File: src/verilog/mem_cfg_pkg.sv
package mem_cfg_pkg;

  localparam int width      = 16;
  localparam int num_vbnk   = 4;
  localparam int bit_vbnk   = 2;
  localparam int num_pbnk   = 5;                // one spare over the virtual count
  localparam int bit_pbnk   = 3;
  localparam int num_vrow   = 16;
  localparam int bit_vrow   = 4;
  localparam int bit_addr   = 6;
  localparam int rd_latency = 2;                // read strobe to rd_vld

  // init FSM encoding
  localparam logic [1:0] st_idle  = 2'd0;
  localparam logic [1:0] st_sweep = 2'd1;
  localparam logic [1:0] st_run   = 2'd2;

  typedef struct packed {
    logic [bit_vbnk-1:0] vbank;                 // upper bits pick the vbank
    logic [bit_vrow-1:0] row;
  } addr_fields_t;

  // user address, flat or split
  typedef union packed {
    logic [bit_addr-1:0] flat;
    addr_fields_t        fields;
  } mem_addr_u;

endpackage

File: src/verilog/mem_port_pkg.sv
package mem_port_pkg;

  import mem_cfg_pkg::*;

  typedef struct packed {
    logic             en;
    mem_addr_u        addr;
    logic [width-1:0] data;
  } wr_req_t;

  typedef struct packed {
    logic      en;
    mem_addr_u addr;
  } rd_req_t;

  // one access to one physical bank
  typedef struct packed {
    logic                en;
    logic                we;                    // low means read
    logic [bit_vrow-1:0] row;
    logic [width-1:0]    data;
  } bank_cmd_t;

  typedef bank_cmd_t [num_pbnk-1:0] bank_cmd_vec_t;

  typedef struct packed {
    logic [num_vbnk-1:0][bit_pbnk-1:0] pbnk;    // home bank per vbank
    logic [bit_pbnk-1:0]               free;    // spare bank of this row
  } row_map_t;

endpackage

File: src/verilog/bank_sram.sv
module bank_sram
  import mem_cfg_pkg::*;
  import mem_port_pkg::*;
(
  input  logic             clk,
  input  bank_cmd_t        cmd,
  output logic [width-1:0] rdata
);

  logic [width-1:0] mem [num_vrow];

  // single port, so one access per cycle
  always_ff @(posedge clk) begin
    if (cmd.en) begin
      if (cmd.we) begin
        mem[cmd.row] <= cmd.data;
      end else begin
        rdata <= mem[cmd.row];                  // held until the next read
      end
    end
  end

endmodule

File: src/verilog/row_sweep_counter.sv
module row_sweep_counter
  import mem_cfg_pkg::*;
(
  input  logic                clk,
  input  logic                rst,
  input  logic                start,
  output logic [bit_vrow-1:0] row,
  output logic                last
);

  logic running;

  always_ff @(posedge clk) begin
    if (rst) begin
      row     <= '0;
      running <= 1'b0;
    end else if (start) begin
      row     <= '0;
      running <= 1'b1;
    end else if (running) begin
      if (last) begin
        running <= 1'b0;                        // stop after the final row
      end else begin
        row <= row + 1'b1;
      end
    end
  end

  assign last = running && (row == bit_vrow'(num_vrow - 1));

endmodule

File: src/verilog/init_ctrl.sv
module init_ctrl
  import mem_cfg_pkg::*;
(
  input  logic clk,
  input  logic rst,
  input  logic last,
  output logic start,
  output logic init_busy,
  output logic ready
);

  logic [1:0] state;
  logic [1:0] state_nxt;

  always_comb begin
    state_nxt = state;
    case (state)
      st_idle:  state_nxt = st_sweep;
      st_sweep: if (last) state_nxt = st_run;
      st_run:   state_nxt = st_run;             // stays here until reset
      default:  state_nxt = st_idle;
    endcase
  end

  always_ff @(posedge clk) begin
    if (rst) begin
      state <= st_idle;
      ready <= 1'b0;
    end else begin
      state <= state_nxt;
      ready <= (state_nxt == st_run);
    end
  end

  assign start     = (state == st_idle);
  assign init_busy = (state == st_sweep);

endmodule

File: src/verilog/remap_table.sv
module remap_table
  import mem_cfg_pkg::*;
  import mem_port_pkg::*;
(
  input  logic                clk,
  input  logic                rst,
  input  logic                init_busy,
  input  logic [bit_vrow-1:0] sweep_row,
  input  wr_req_t             wr,
  input  rd_req_t             rd,
  output bank_cmd_vec_t       bank_cmd,
  output logic [bit_pbnk-1:0] rd_pbnk
);

  row_map_t            map_q [num_vrow];
  row_map_t            rd_map;
  row_map_t            wr_map;
  row_map_t            wr_map_nxt;
  row_map_t            ident_map;
  mem_addr_u           rd_addr;
  mem_addr_u           wr_addr;
  logic [bit_pbnk-1:0] wr_home;
  logic [bit_pbnk-1:0] wr_pbnk;
  logic                redirect;

  assign rd_addr = rd.addr;
  assign wr_addr = wr.addr;

  assign rd_map  = map_q[rd_addr.fields.row];
  assign wr_map  = map_q[wr_addr.fields.row];
  assign rd_pbnk = rd_map.pbnk[rd_addr.fields.vbank];
  assign wr_home = wr_map.pbnk[wr_addr.fields.vbank];

  // read owns the bank, write moves to the spare of its row
  assign redirect = wr.en && rd.en && (wr_home == rd_pbnk);
  assign wr_pbnk  = redirect ? wr_map.free : wr_home;

  always_comb begin
    wr_map_nxt = wr_map;
    wr_map_nxt.pbnk[wr_addr.fields.vbank] = wr_map.free;
    wr_map_nxt.free = wr_home;                  // old home becomes the spare
  end

  always_comb begin
    for (int v = 0; v < num_vbnk; v++) begin
      ident_map.pbnk[v] = bit_pbnk'(v);
    end
    ident_map.free = bit_pbnk'(num_vbnk);       // last physical bank
  end

  always_comb begin
    bank_cmd = '0;
    for (int p = 0; p < num_pbnk; p++) begin
      if (rd.en && (rd_pbnk == bit_pbnk'(p))) begin
        bank_cmd[p].en  = 1'b1;
        bank_cmd[p].we  = 1'b0;
        bank_cmd[p].row = rd_addr.fields.row;
      end
      if (wr.en && (wr_pbnk == bit_pbnk'(p))) begin
        bank_cmd[p].en   = 1'b1;
        bank_cmd[p].we   = 1'b1;
        bank_cmd[p].row  = wr_addr.fields.row;
        bank_cmd[p].data = wr.data;
      end
    end
  end

  // table is written by the sweep, then only by redirected writes
  always_ff @(posedge clk) begin
    if (init_busy) begin
      map_q[sweep_row] <= ident_map;
    end else if (redirect && !rst) begin
      map_q[wr_addr.fields.row] <= wr_map_nxt;
    end
  end

endmodule

File: src/verilog/bank_array.sv
module bank_array
  import mem_cfg_pkg::*;
  import mem_port_pkg::*;
(
  input  logic                clk,
  input  logic                rst,
  input  bank_cmd_vec_t       bank_cmd,
  input  logic [bit_pbnk-1:0] rd_pbnk,
  input  logic                rd_en,
  output logic                rd_vld,
  output logic [width-1:0]    rd_data
);

  logic [width-1:0]      bank_rdata [num_pbnk];
  logic [rd_latency-1:0] vld_pipe;
  logic [bit_pbnk-1:0]   rd_pbnk_q;

  for (genvar p = 0; p < num_pbnk; p++) begin : g_bank
    bank_sram u_bank_sram (
      .clk   (clk),
      .cmd   (bank_cmd[p]),
      .rdata (bank_rdata[p])
    );
  end

  // strobe walks alongside the bank access
  always_ff @(posedge clk) begin
    if (rst) begin
      vld_pipe <= '0;
    end else begin
      vld_pipe <= {vld_pipe[rd_latency-2:0], rd_en};
    end
  end

  always_ff @(posedge clk) begin
    if (rd_en) begin
      rd_pbnk_q <= rd_pbnk;                     // which bank answers next cycle
    end
    if (vld_pipe[0]) begin
      rd_data <= bank_rdata[rd_pbnk_q];
    end
  end

  assign rd_vld = vld_pipe[rd_latency-1];

endmodule

File: src/verilog/mem_1r1w_top.sv
module mem_1r1w_top
  import mem_cfg_pkg::*;
  import mem_port_pkg::*;
(
  input  logic             clk,
  input  logic             rst,
  output logic             ready,
  input  wr_req_t          wr,
  input  rd_req_t          rd,
  output logic             rd_vld,
  output logic [width-1:0] rd_data
);

  logic                start;
  logic                init_busy;
  logic                last;
  logic [bit_vrow-1:0] sweep_row;
  logic [bit_pbnk-1:0] rd_pbnk;
  logic                rd_en;
  wr_req_t             wr_m;
  rd_req_t             rd_m;
  bank_cmd_vec_t       bank_cmd;

  // requests are dropped until the table is built
  assign rd_en = rd.en && ready;
  assign rd_m  = '{en: rd_en, addr: rd.addr};
  assign wr_m  = '{en: wr.en && ready, addr: wr.addr, data: wr.data};

  init_ctrl u_init_ctrl (
    .clk       (clk),
    .rst       (rst),
    .last      (last),
    .start     (start),
    .init_busy (init_busy),
    .ready     (ready)
  );

  row_sweep_counter u_row_sweep_counter (
    .clk   (clk),
    .rst   (rst),
    .start (start),
    .row   (sweep_row),
    .last  (last)
  );

  remap_table u_remap_table (
    .clk       (clk),
    .rst       (rst),
    .init_busy (init_busy),
    .sweep_row (sweep_row),
    .wr        (wr_m),
    .rd        (rd_m),
    .bank_cmd  (bank_cmd),
    .rd_pbnk   (rd_pbnk)
  );

  bank_array u_bank_array (
    .clk      (clk),
    .rst      (rst),
    .bank_cmd (bank_cmd),
    .rd_pbnk  (rd_pbnk),
    .rd_en    (rd_en),
    .rd_vld   (rd_vld),
    .rd_data  (rd_data)
  );

endmodule

File: config.mk
export PLATFORM = sky130hd
export DESIGN_NAME = mem_1r1w_top
export DESIGN_NICKNAME = d
export VERILOG_FILES = /design/src/verilog/mem_cfg_pkg.sv /design/src/verilog/mem_port_pkg.sv /design/src/verilog/bank_sram.sv /design/src/verilog/row_sweep_counter.sv /design/src/verilog/init_ctrl.sv /design/src/verilog/remap_table.sv /design/src/verilog/bank_array.sv /design/src/verilog/mem_1r1w_top.sv
export SDC_FILE = /design/constraint.sdc
export NUM_CORES = 2
export LEC_CHECK = 0
export BUFFER_PORTS_ARGS = -buffer_cell sky130_fd_sc_hd__buf_2
export CAP_MARGIN = 30
export CORE_MARGIN = 4
export CORE_UTILIZATION = 35
export CTS_BUF_LIST = sky130_fd_sc_hd__clkbuf_8
export DETAILED_ROUTE_END_ITERATION = 12
export PLACE_DENSITY = 0.62
export SLEW_MARGIN = 5
export SYNTH_ARGS = -nofsm -noshare
export SYNTH_HDL_FRONTEND = slang
export SYNTH_SLANG_ARGS = --single-unit
File: constraint.sdc
create_clock -name clk -period 6.1 [get_ports clk]
set_input_delay 1.22 -clock clk [delete_from_list [all_inputs] [get_ports clk]]
set_output_delay 1.22 -clock clk [all_outputs]
set_load 0.05 [all_outputs]
# After elaboration in Yosys (flattened, before gate mapping)
# Memory sizes are Yosys's and may differ from the RTL's. A register that Yosys moved wholly into a read port is not among the register bits.
# Index checks and enable logic that the tools add are counted.
[op_classes]
add_sub_neg = 1
n_lt_le_gt_ge = 4
n_eq_ne = 13
n_mux = 49
n_bitwise = 7
reduce_logical = 29
[op_table]
columns = ["op", "n"]
rows = [
  ["22-bit two-way mux", 5],
  ["16-bit binary-select mux with 3-bit select", 1],
  ["16-bit two-way mux", 2],
  ["6-bit two-way mux", 5],
  ["1-bit two-way mux", 24],
  ["1-bit logical AND", 17],
  ["15-bit two-way mux", 1],
  ["15-bit OR reduction", 1],
  ["3-bit binary-select mux with 2-bit select", 2],
  ["12-bit bitwise mux", 1],
  ["3-bit by 2-bit == test with 1-bit output (second input constant)", 4],
  ["3-bit two-way mux", 4],
  ["2-bit AND reduction", 6],
  ["3-bit demux with 2-bit select", 1],
  ["3-bit by 1-bit == test with 1-bit output (second input constant)", 2],
  ["3-bit == test (second input constant)", 2],
  ["3-bit logical NOT", 2],
  ["2-bit by 3-bit < comparator with 1-bit output (second input constant)", 2],
  ["1-bit NOT", 6],
  ["2-bit case mux with 3 select lines", 1],
  ["4-bit by 1-bit adder with 4-bit output (second input constant)", 1],
  ["2-bit == test (second input constant)", 2],
  ["4-bit == test (second input constant)", 1],
  ["4-bit greater-or-equal comparator (second input constant)", 1],
  ["9 further kinds", 9],
]
[totals]
reg_bits = 29
ramBits = 1520
input_bits = 32
out_inout_bits = 18
word_cells = 116
memories = 6
[mem_list]
columns = ["name", "depth", "word_bits", "rd", "rd_ports_with_merged_regs", "write_ports", "line_no", "rtl"]
rows = [
  ["u_bank_array.g_bank[0].u_bank_sram.mem", 16, 16, 1, 1, 1, "bank_sram.sv:10", "logic [width-1:0] mem [num_vrow];"],
  ["u_bank_array.g_bank[1].u_bank_sram.mem", 16, 16, 1, 1, 1, "bank_sram.sv:10", ""],
  ["u_bank_array.g_bank[2].u_bank_sram.mem", 16, 16, 1, 1, 1, "bank_sram.sv:10", ""],
  ["u_bank_array.g_bank[3].u_bank_sram.mem", 16, 16, 1, 1, 1, "bank_sram.sv:10", ""],
  ["u_bank_array.g_bank[4].u_bank_sram.mem", 16, 16, 1, 1, 1, "bank_sram.sv:10", ""],
  ["u_remap_table.map_q", 16, 15, 2, 0, 1, "remap_table.sv:15", "row_map_t map_q [num_vrow];"],
]

# Longest topological paths before layout
# An unclocked memory read counts as a cell.
[logic_depth]
depth_word = 12
ltp_mapped = 21
depth_no_buf = 13

# Modules after synthesis
# From an unflattened synthesis, not the netlist that was laid out.
[unflattened]
hier_cells = 3215
hier_area_um2 = 66291.1
[modules_own_cells]
columns = ["mod", "n_inst", "cells_per_inst", "area_per_inst_um2", "seq_area_each_um2"]
rows = [
  ["bank_sram", 5, 438, 10253.6, 8167.8],
  ["remap_table", 1, 886, 13382.8, 7206.9],
  ["bank_array", 1, 101, 1298.7, 610.6],
  ["row_sweep_counter", 1, 26, 225.2, 100.1],
  ["init_ctrl", 1, 10, 103.8, 60.1],
  ["mem_1r1w_top", 1, 2, 12.5, 0.0],
]

# Worst setup path before layout
# Ideal clock, no wire load.
[synth_timing]
kind = "input-to-reg"
startpoint = "input port wr[16] (netlist bit)"
endpoint = "register u_bank_array.g_bank[1].u_bank_sram.rdata[4] (read register of u_bank_array.g_bank[1].u_bank_sram.mem), data pin"
arrival_time_ps = 5842
t_required_ps = 5828
setup_slack_ps = -14
path_stages = 18
n_path_buf = 5
cell_sequence = "buf_6 > buf_2 > mux4_2 > mux2i_1 > nor2_1 > a211oi_1 > o22a_1 > xnor2_1 > or4_4 > mux2_4 > or4_1 > buf_4 > mux2i_1 > buf_6 > buf_12 > mux2i_1 > o22ai_1 > or4_1"
[synth_via]
elab_chain_len = 11
[synth_lines]
columns = ["element", "line_no", "rtl"]
rows = [
  ["start: declaration", "mem_1r1w_top.sv:8", "input wr_req_t wr,"],
  ["memory 16 x 15 bit", "-", ""],
  ["3-bit binary-select mux with 2-bit select", "remap_table.sv:32", "assign wr_home = wr_map.pbnk[wr_addr.fields.vbank];"],
  ["3-bit two-way mux (not written as such)", "remap_table.sv:32", ""],
  ["3-bit == test", "remap_table.sv:35", "assign redirect = wr.en && rd.en && (wr_home == rd_pbnk);"],
  ["1-bit logical AND", "remap_table.sv:35", ""],
  ["3-bit two-way mux", "remap_table.sv:36", "assign wr_pbnk = redirect ? wr_map.free : wr_home;"],
  ["3-bit by 1-bit == test with 1-bit output", "remap_table.sv:59", "if (wr.en && (wr_pbnk == bit_pbnk'(p))) begin"],
  ["1-bit logical AND", "remap_table.sv:59", ""],
  ["22-bit two-way mux *", "remap_table.sv:59", ""],
  ["1-bit NOT (no line)", "-", ""],
  ["2-bit AND reduction (no line)", "-", ""],
  ["end: declaration", "bank_sram.sv:7", "output logic [width-1:0] rdata"],
]
# Every way passes the cells marked *; elsewhere a longest branch is shown, timed or not. The select of a mux whose other input is x is not followed.
# A chain may end at the register's enable or synchronous reset.

# Worst setup path after layout
[layout_timing]
startpoint = "input port rd[2] (netlist bit)"
endpoint = "register u_bank_array.g_bank[1].u_bank_sram.rdata[11] (read register of u_bank_array.g_bank[1].u_bank_sram.mem), data pin"
[layout_via]
elab_chain_len = 11
word_cells_on_any_way = 14
cone_classes = "eq/ne: 3; mux: 5; bitwise: 1; reduce/logical: 4; memory: 1"
[layout_lines]
columns = ["element", "line_no", "rtl"]
rows = [
  ["start: declaration", "mem_1r1w_top.sv:9", "input rd_req_t rd,"],
  ["memory 16 x 15 bit", "-", ""],
  ["3-bit binary-select mux with 2-bit select", "remap_table.sv:31", "assign rd_pbnk = rd_map.pbnk[rd_addr.fields.vbank];"],
  ["3-bit two-way mux (not written as such)", "remap_table.sv:31", ""],
  ["3-bit == test", "remap_table.sv:35", ""],
  ["1-bit logical AND", "remap_table.sv:35", ""],
  ["3-bit two-way mux", "remap_table.sv:36", ""],
  ["3-bit by 1-bit == test with 1-bit output", "remap_table.sv:59", ""],
  ["1-bit logical AND", "remap_table.sv:59", ""],
  ["22-bit two-way mux *", "remap_table.sv:59", ""],
  ["1-bit NOT (no line)", "-", ""],
  ["2-bit AND reduction (no line)", "-", ""],
]
# Marked as above.

==> results.cfg <==
[clock_network]
clockRootBuffer = clkbuf_8
ctsLongestPathBuffers = 4
ctsResizeCount = 0
post-cts-setup-buffers = 0
clkTransAtPathRegs_ps = 50
htreeDepth = 5
clock_latency_ps = 1020
cts_sinks = 1629
cts_buffers = 287
cts_hold_buffers = 0
cts_tree = done

[hold_path]
min_path_cells = 1
hp-start = u_init_ctrl.state[1]
min_to = u_init_ctrl.state[0]
worstHoldPathType = reg2reg

[synthesis]
ys_top_cells_by_area = edfxtp_1 (73%), mux2i_1 (7.2%), mux4_2 (3.3%)
ys_ff_latch = 1629
yosys_most_used_dff = edfxtp_1
synth_edf_count = 1619
yosysSeqAreaShare_pct = 73.8
async_flop_share_pct = 0
syn_nets = 3882
yosysTopAreaCell = edfxtp_1
synth_top_area_share_pct = 73.5
synthCells = 3849
syn-cell-area_um2 = 66200
synthDistinctLibCells = 85
synth.avg_cell_area_um2 = 17.2
synth_warnings = 0

[pwr]
irDropWorstVdd_mv = 0.234
p_leak_nw = 30.8
power_density_nw_per_um2 = 272
total_power_mw = 21.6

[job]
cap_violations = 0

[die]
dieHeight_um = 443
initial_core_util_pct = 35.2
ios = 50
dieArea_um2 = 196000
fp.dieW_um = 443
core_area_um2 = 188000
rows = 159

[routing]
num_vias = 39300
first_iter_violations = 4390
ant_nets = 0
wl_per_cell_um = 26.0
firstDrtPassIters = 5
viasPerCell = 5.48
routed_wl_um = 187000
drc = 0

[critical_path]
worstSetupPathType = in2reg
cp-end-kind = flip-flop
r2r_end = u_bank_array.g_bank[1].u_bank_sram.rdata[11]
worst-path-max-fanout = 18
reg2reg_slack_ps = 600
crit_slowest_cell = or4_2
cpMostUsedCell = o22ai_1
critPathMaxStageDelay_ps = 680
rr_worst_depth = 16
arrival_ps = 6400
r2r_start = u_remap_table.map_q[10][9]
start_kind = input pin
required_ps = 6770
path_cells = buf_2 > buf_4 > mux4_2 > o22ai_1 > o22ai_1 > a32oi_1 > o41ai_2 > xnor2_1 > or4_4 > mux2_4 > or4_2 > buf_4 > mux2i_4 > buf_12 > buf_12 > mux2i_1 > o22ai_1 > or4_1

[placed_design]
place_area_um2 = 74500
place_congestion = 0.884
port_buffers = 49
dp_slack_ps = -535
dp_hpwl_um = 115000

[sta]
period_needed_ps = 5730
setup_viol = 0
max_slew_margin_pct = 20.4
maxSlewViolCount = 0
worst_slew_pin_slew_ps = 1180
period_share_pct = 93.9
setup_slack_ps = 370
hold_viol_final = 0
rsz0062_at_grt = false
fmax_mhz = 175
fin_skew_ps = 121

[global_routing]
grt_usage_pct = 18.6
grt_max_degree = 34
first_global_vias = 38600
top_usage_layer = met2
grt_util_met2_pct = 29.1
antenna_found_initial = 5
met1_usage_pct = 25.6
grt-ovfl-total = 0
grt_pass1_wl_um = 268000
use_met3_pct = 3.84

[finish]
final_cell_mix = edfxtp_1 (1619), mux2i_1 (472), buf_4 (375)
final_common_cell = edfxtp_1
syn2layout_area_growth_pct = 20.2
final_nets = 4524
drive_gt1_share_pct = 27.9
final_cell_area_um2 = 79500

[status]
status = complete, no violations
## worst max-delay path by stage
stage                 from                                      endpoint  slack, ps  cells after the start
floorplan           wr[16]   u_bank_array.g_bank[1].u_bank_sram.rdata[4]         30                     17
global placement    wr[16]   u_bank_array.g_bank[1].u_bank_sram.rdata[0]       -470                     18
detailed placement  wr[16]   u_bank_array.g_bank[1].u_bank_sram.rdata[6]       -540                     18
CTS                 wr[16]  u_bank_array.g_bank[1].u_bank_sram.rdata[11]        500                     18
global route        wr[16]   u_bank_array.g_bank[1].u_bank_sram.rdata[9]        240                     18
finish               rd[2]  u_bank_array.g_bank[1].u_bank_sram.rdata[11]        370                     18
## power by group
group          switching (mW)  leakage [nW]  internal, mW
sequential            0.00366          17.2          12.1
clock                    4.30          2.83          4.75
combinational           0.297          10.8         0.156
## cell families after synthesis
family / synth area share [%]
DFF: 73.8
AOI/OAI and AO/OA: 6.25
and+or+nand+nor: 4.76
xor gates and xnor gates: 0.0662
adders and majority gates: 0.0340
muxes: 13.2
buffers and inverters: 1.92
## synthesized netlist by cell type (8+ instances only)
| master | n |
|---|---|
| or4_1 | 36 |
| nand2_1 | 158 |
| a22oi_1 | 49 |
| a221oi_1 | 16 |
| buf_4 | 14 |
| o22ai_1 | 184 |
| and3_1 | 11 |
| dfxtp_1 | 10 |
| a32o_1 | 30 |
| nand2b_1 | 12 |
| a21oi_1 | 51 |
| a22o_1 | 19 |
| o2111ai_1 | 15 |
| nand4_1 | 37 |
| o22a_1 | 44 |
| o211ai_1 | 24 |
| nor2b_1 | 12 |
| buf_1 | 21 |
| or3_1 | 20 |
| a31oi_1 | 10 |
| o21ai_1 | 8 |
| mux4_2 | 96 |
| o21ai_0 | 35 |
| mux2i_1 | 479 |
| mux2_2 | 157 |
| buf_6 | 16 |
| inv_1 | 32 |
| o32ai_1 | 20 |
| buf_2 | 63 |
| clkbuf_1 | 92 |
| nand3_1 | 44 |
| nor2_1 | 253 |
| nor4_1 | 23 |
| edfxtp_1 | 1619 |
| nor3_1 | 33 |
## per-stage QoR
stage               std cells  util, %  TNS, ps  hold slack [ps]
floorplan                3849        -        0              418
global placement         6679     39.6   -12280              439
detailed placement       6687     39.6   -14480              446
CTS                      7160     42.3        0              451
global route             7171     42.3        0              486
finish                   7175     42.3        0              454
## flip-flops by register name (all words and copies together) (netlist names)
| register | cells |
|---|---|
| u_bank_array.g_bank.u_bank_sram.mem | 1280 |
| u_remap_table.map_q | 240 |
| u_bank_array.g_bank.u_bank_sram.rdata | 80 |
| u_bank_array.rd_data | 16 |
| u_row_sweep_counter.row | 4 |
| u_bank_array.rd_pbnk_q | 3 |
| u_bank_array.vld_pipe | 2 |
| u_init_ctrl.state | 2 |
| u_init_ctrl.ready | 1 |
| u_row_sweep_counter.running | 1 |
## critical path, delay by kind of cell
kind	cells	cell delay, ps
buf+inv	5	1040
simple gates	3	1770
mux	4	1280
compound gates	5	790
xor+xnor	1	240
## layer usage
layer	wire, um	vias up
met5	23	-
met2	87200	1981
met4	5690	4
li1	-	16900
met1	77100	20000
met3	16700	357
## cell type report
type	count	area [um^2]
flip-flops and latches	1629	48800
inverters	33	124
clock inverters	181	960
repair buffers	566	5890
clock buffers	292	4020
multi-input cells	1974	16600
diodes	5	12.5
well taps	2495	3120
fillers	16600	108000
Power figures use the tool's default switching activity.
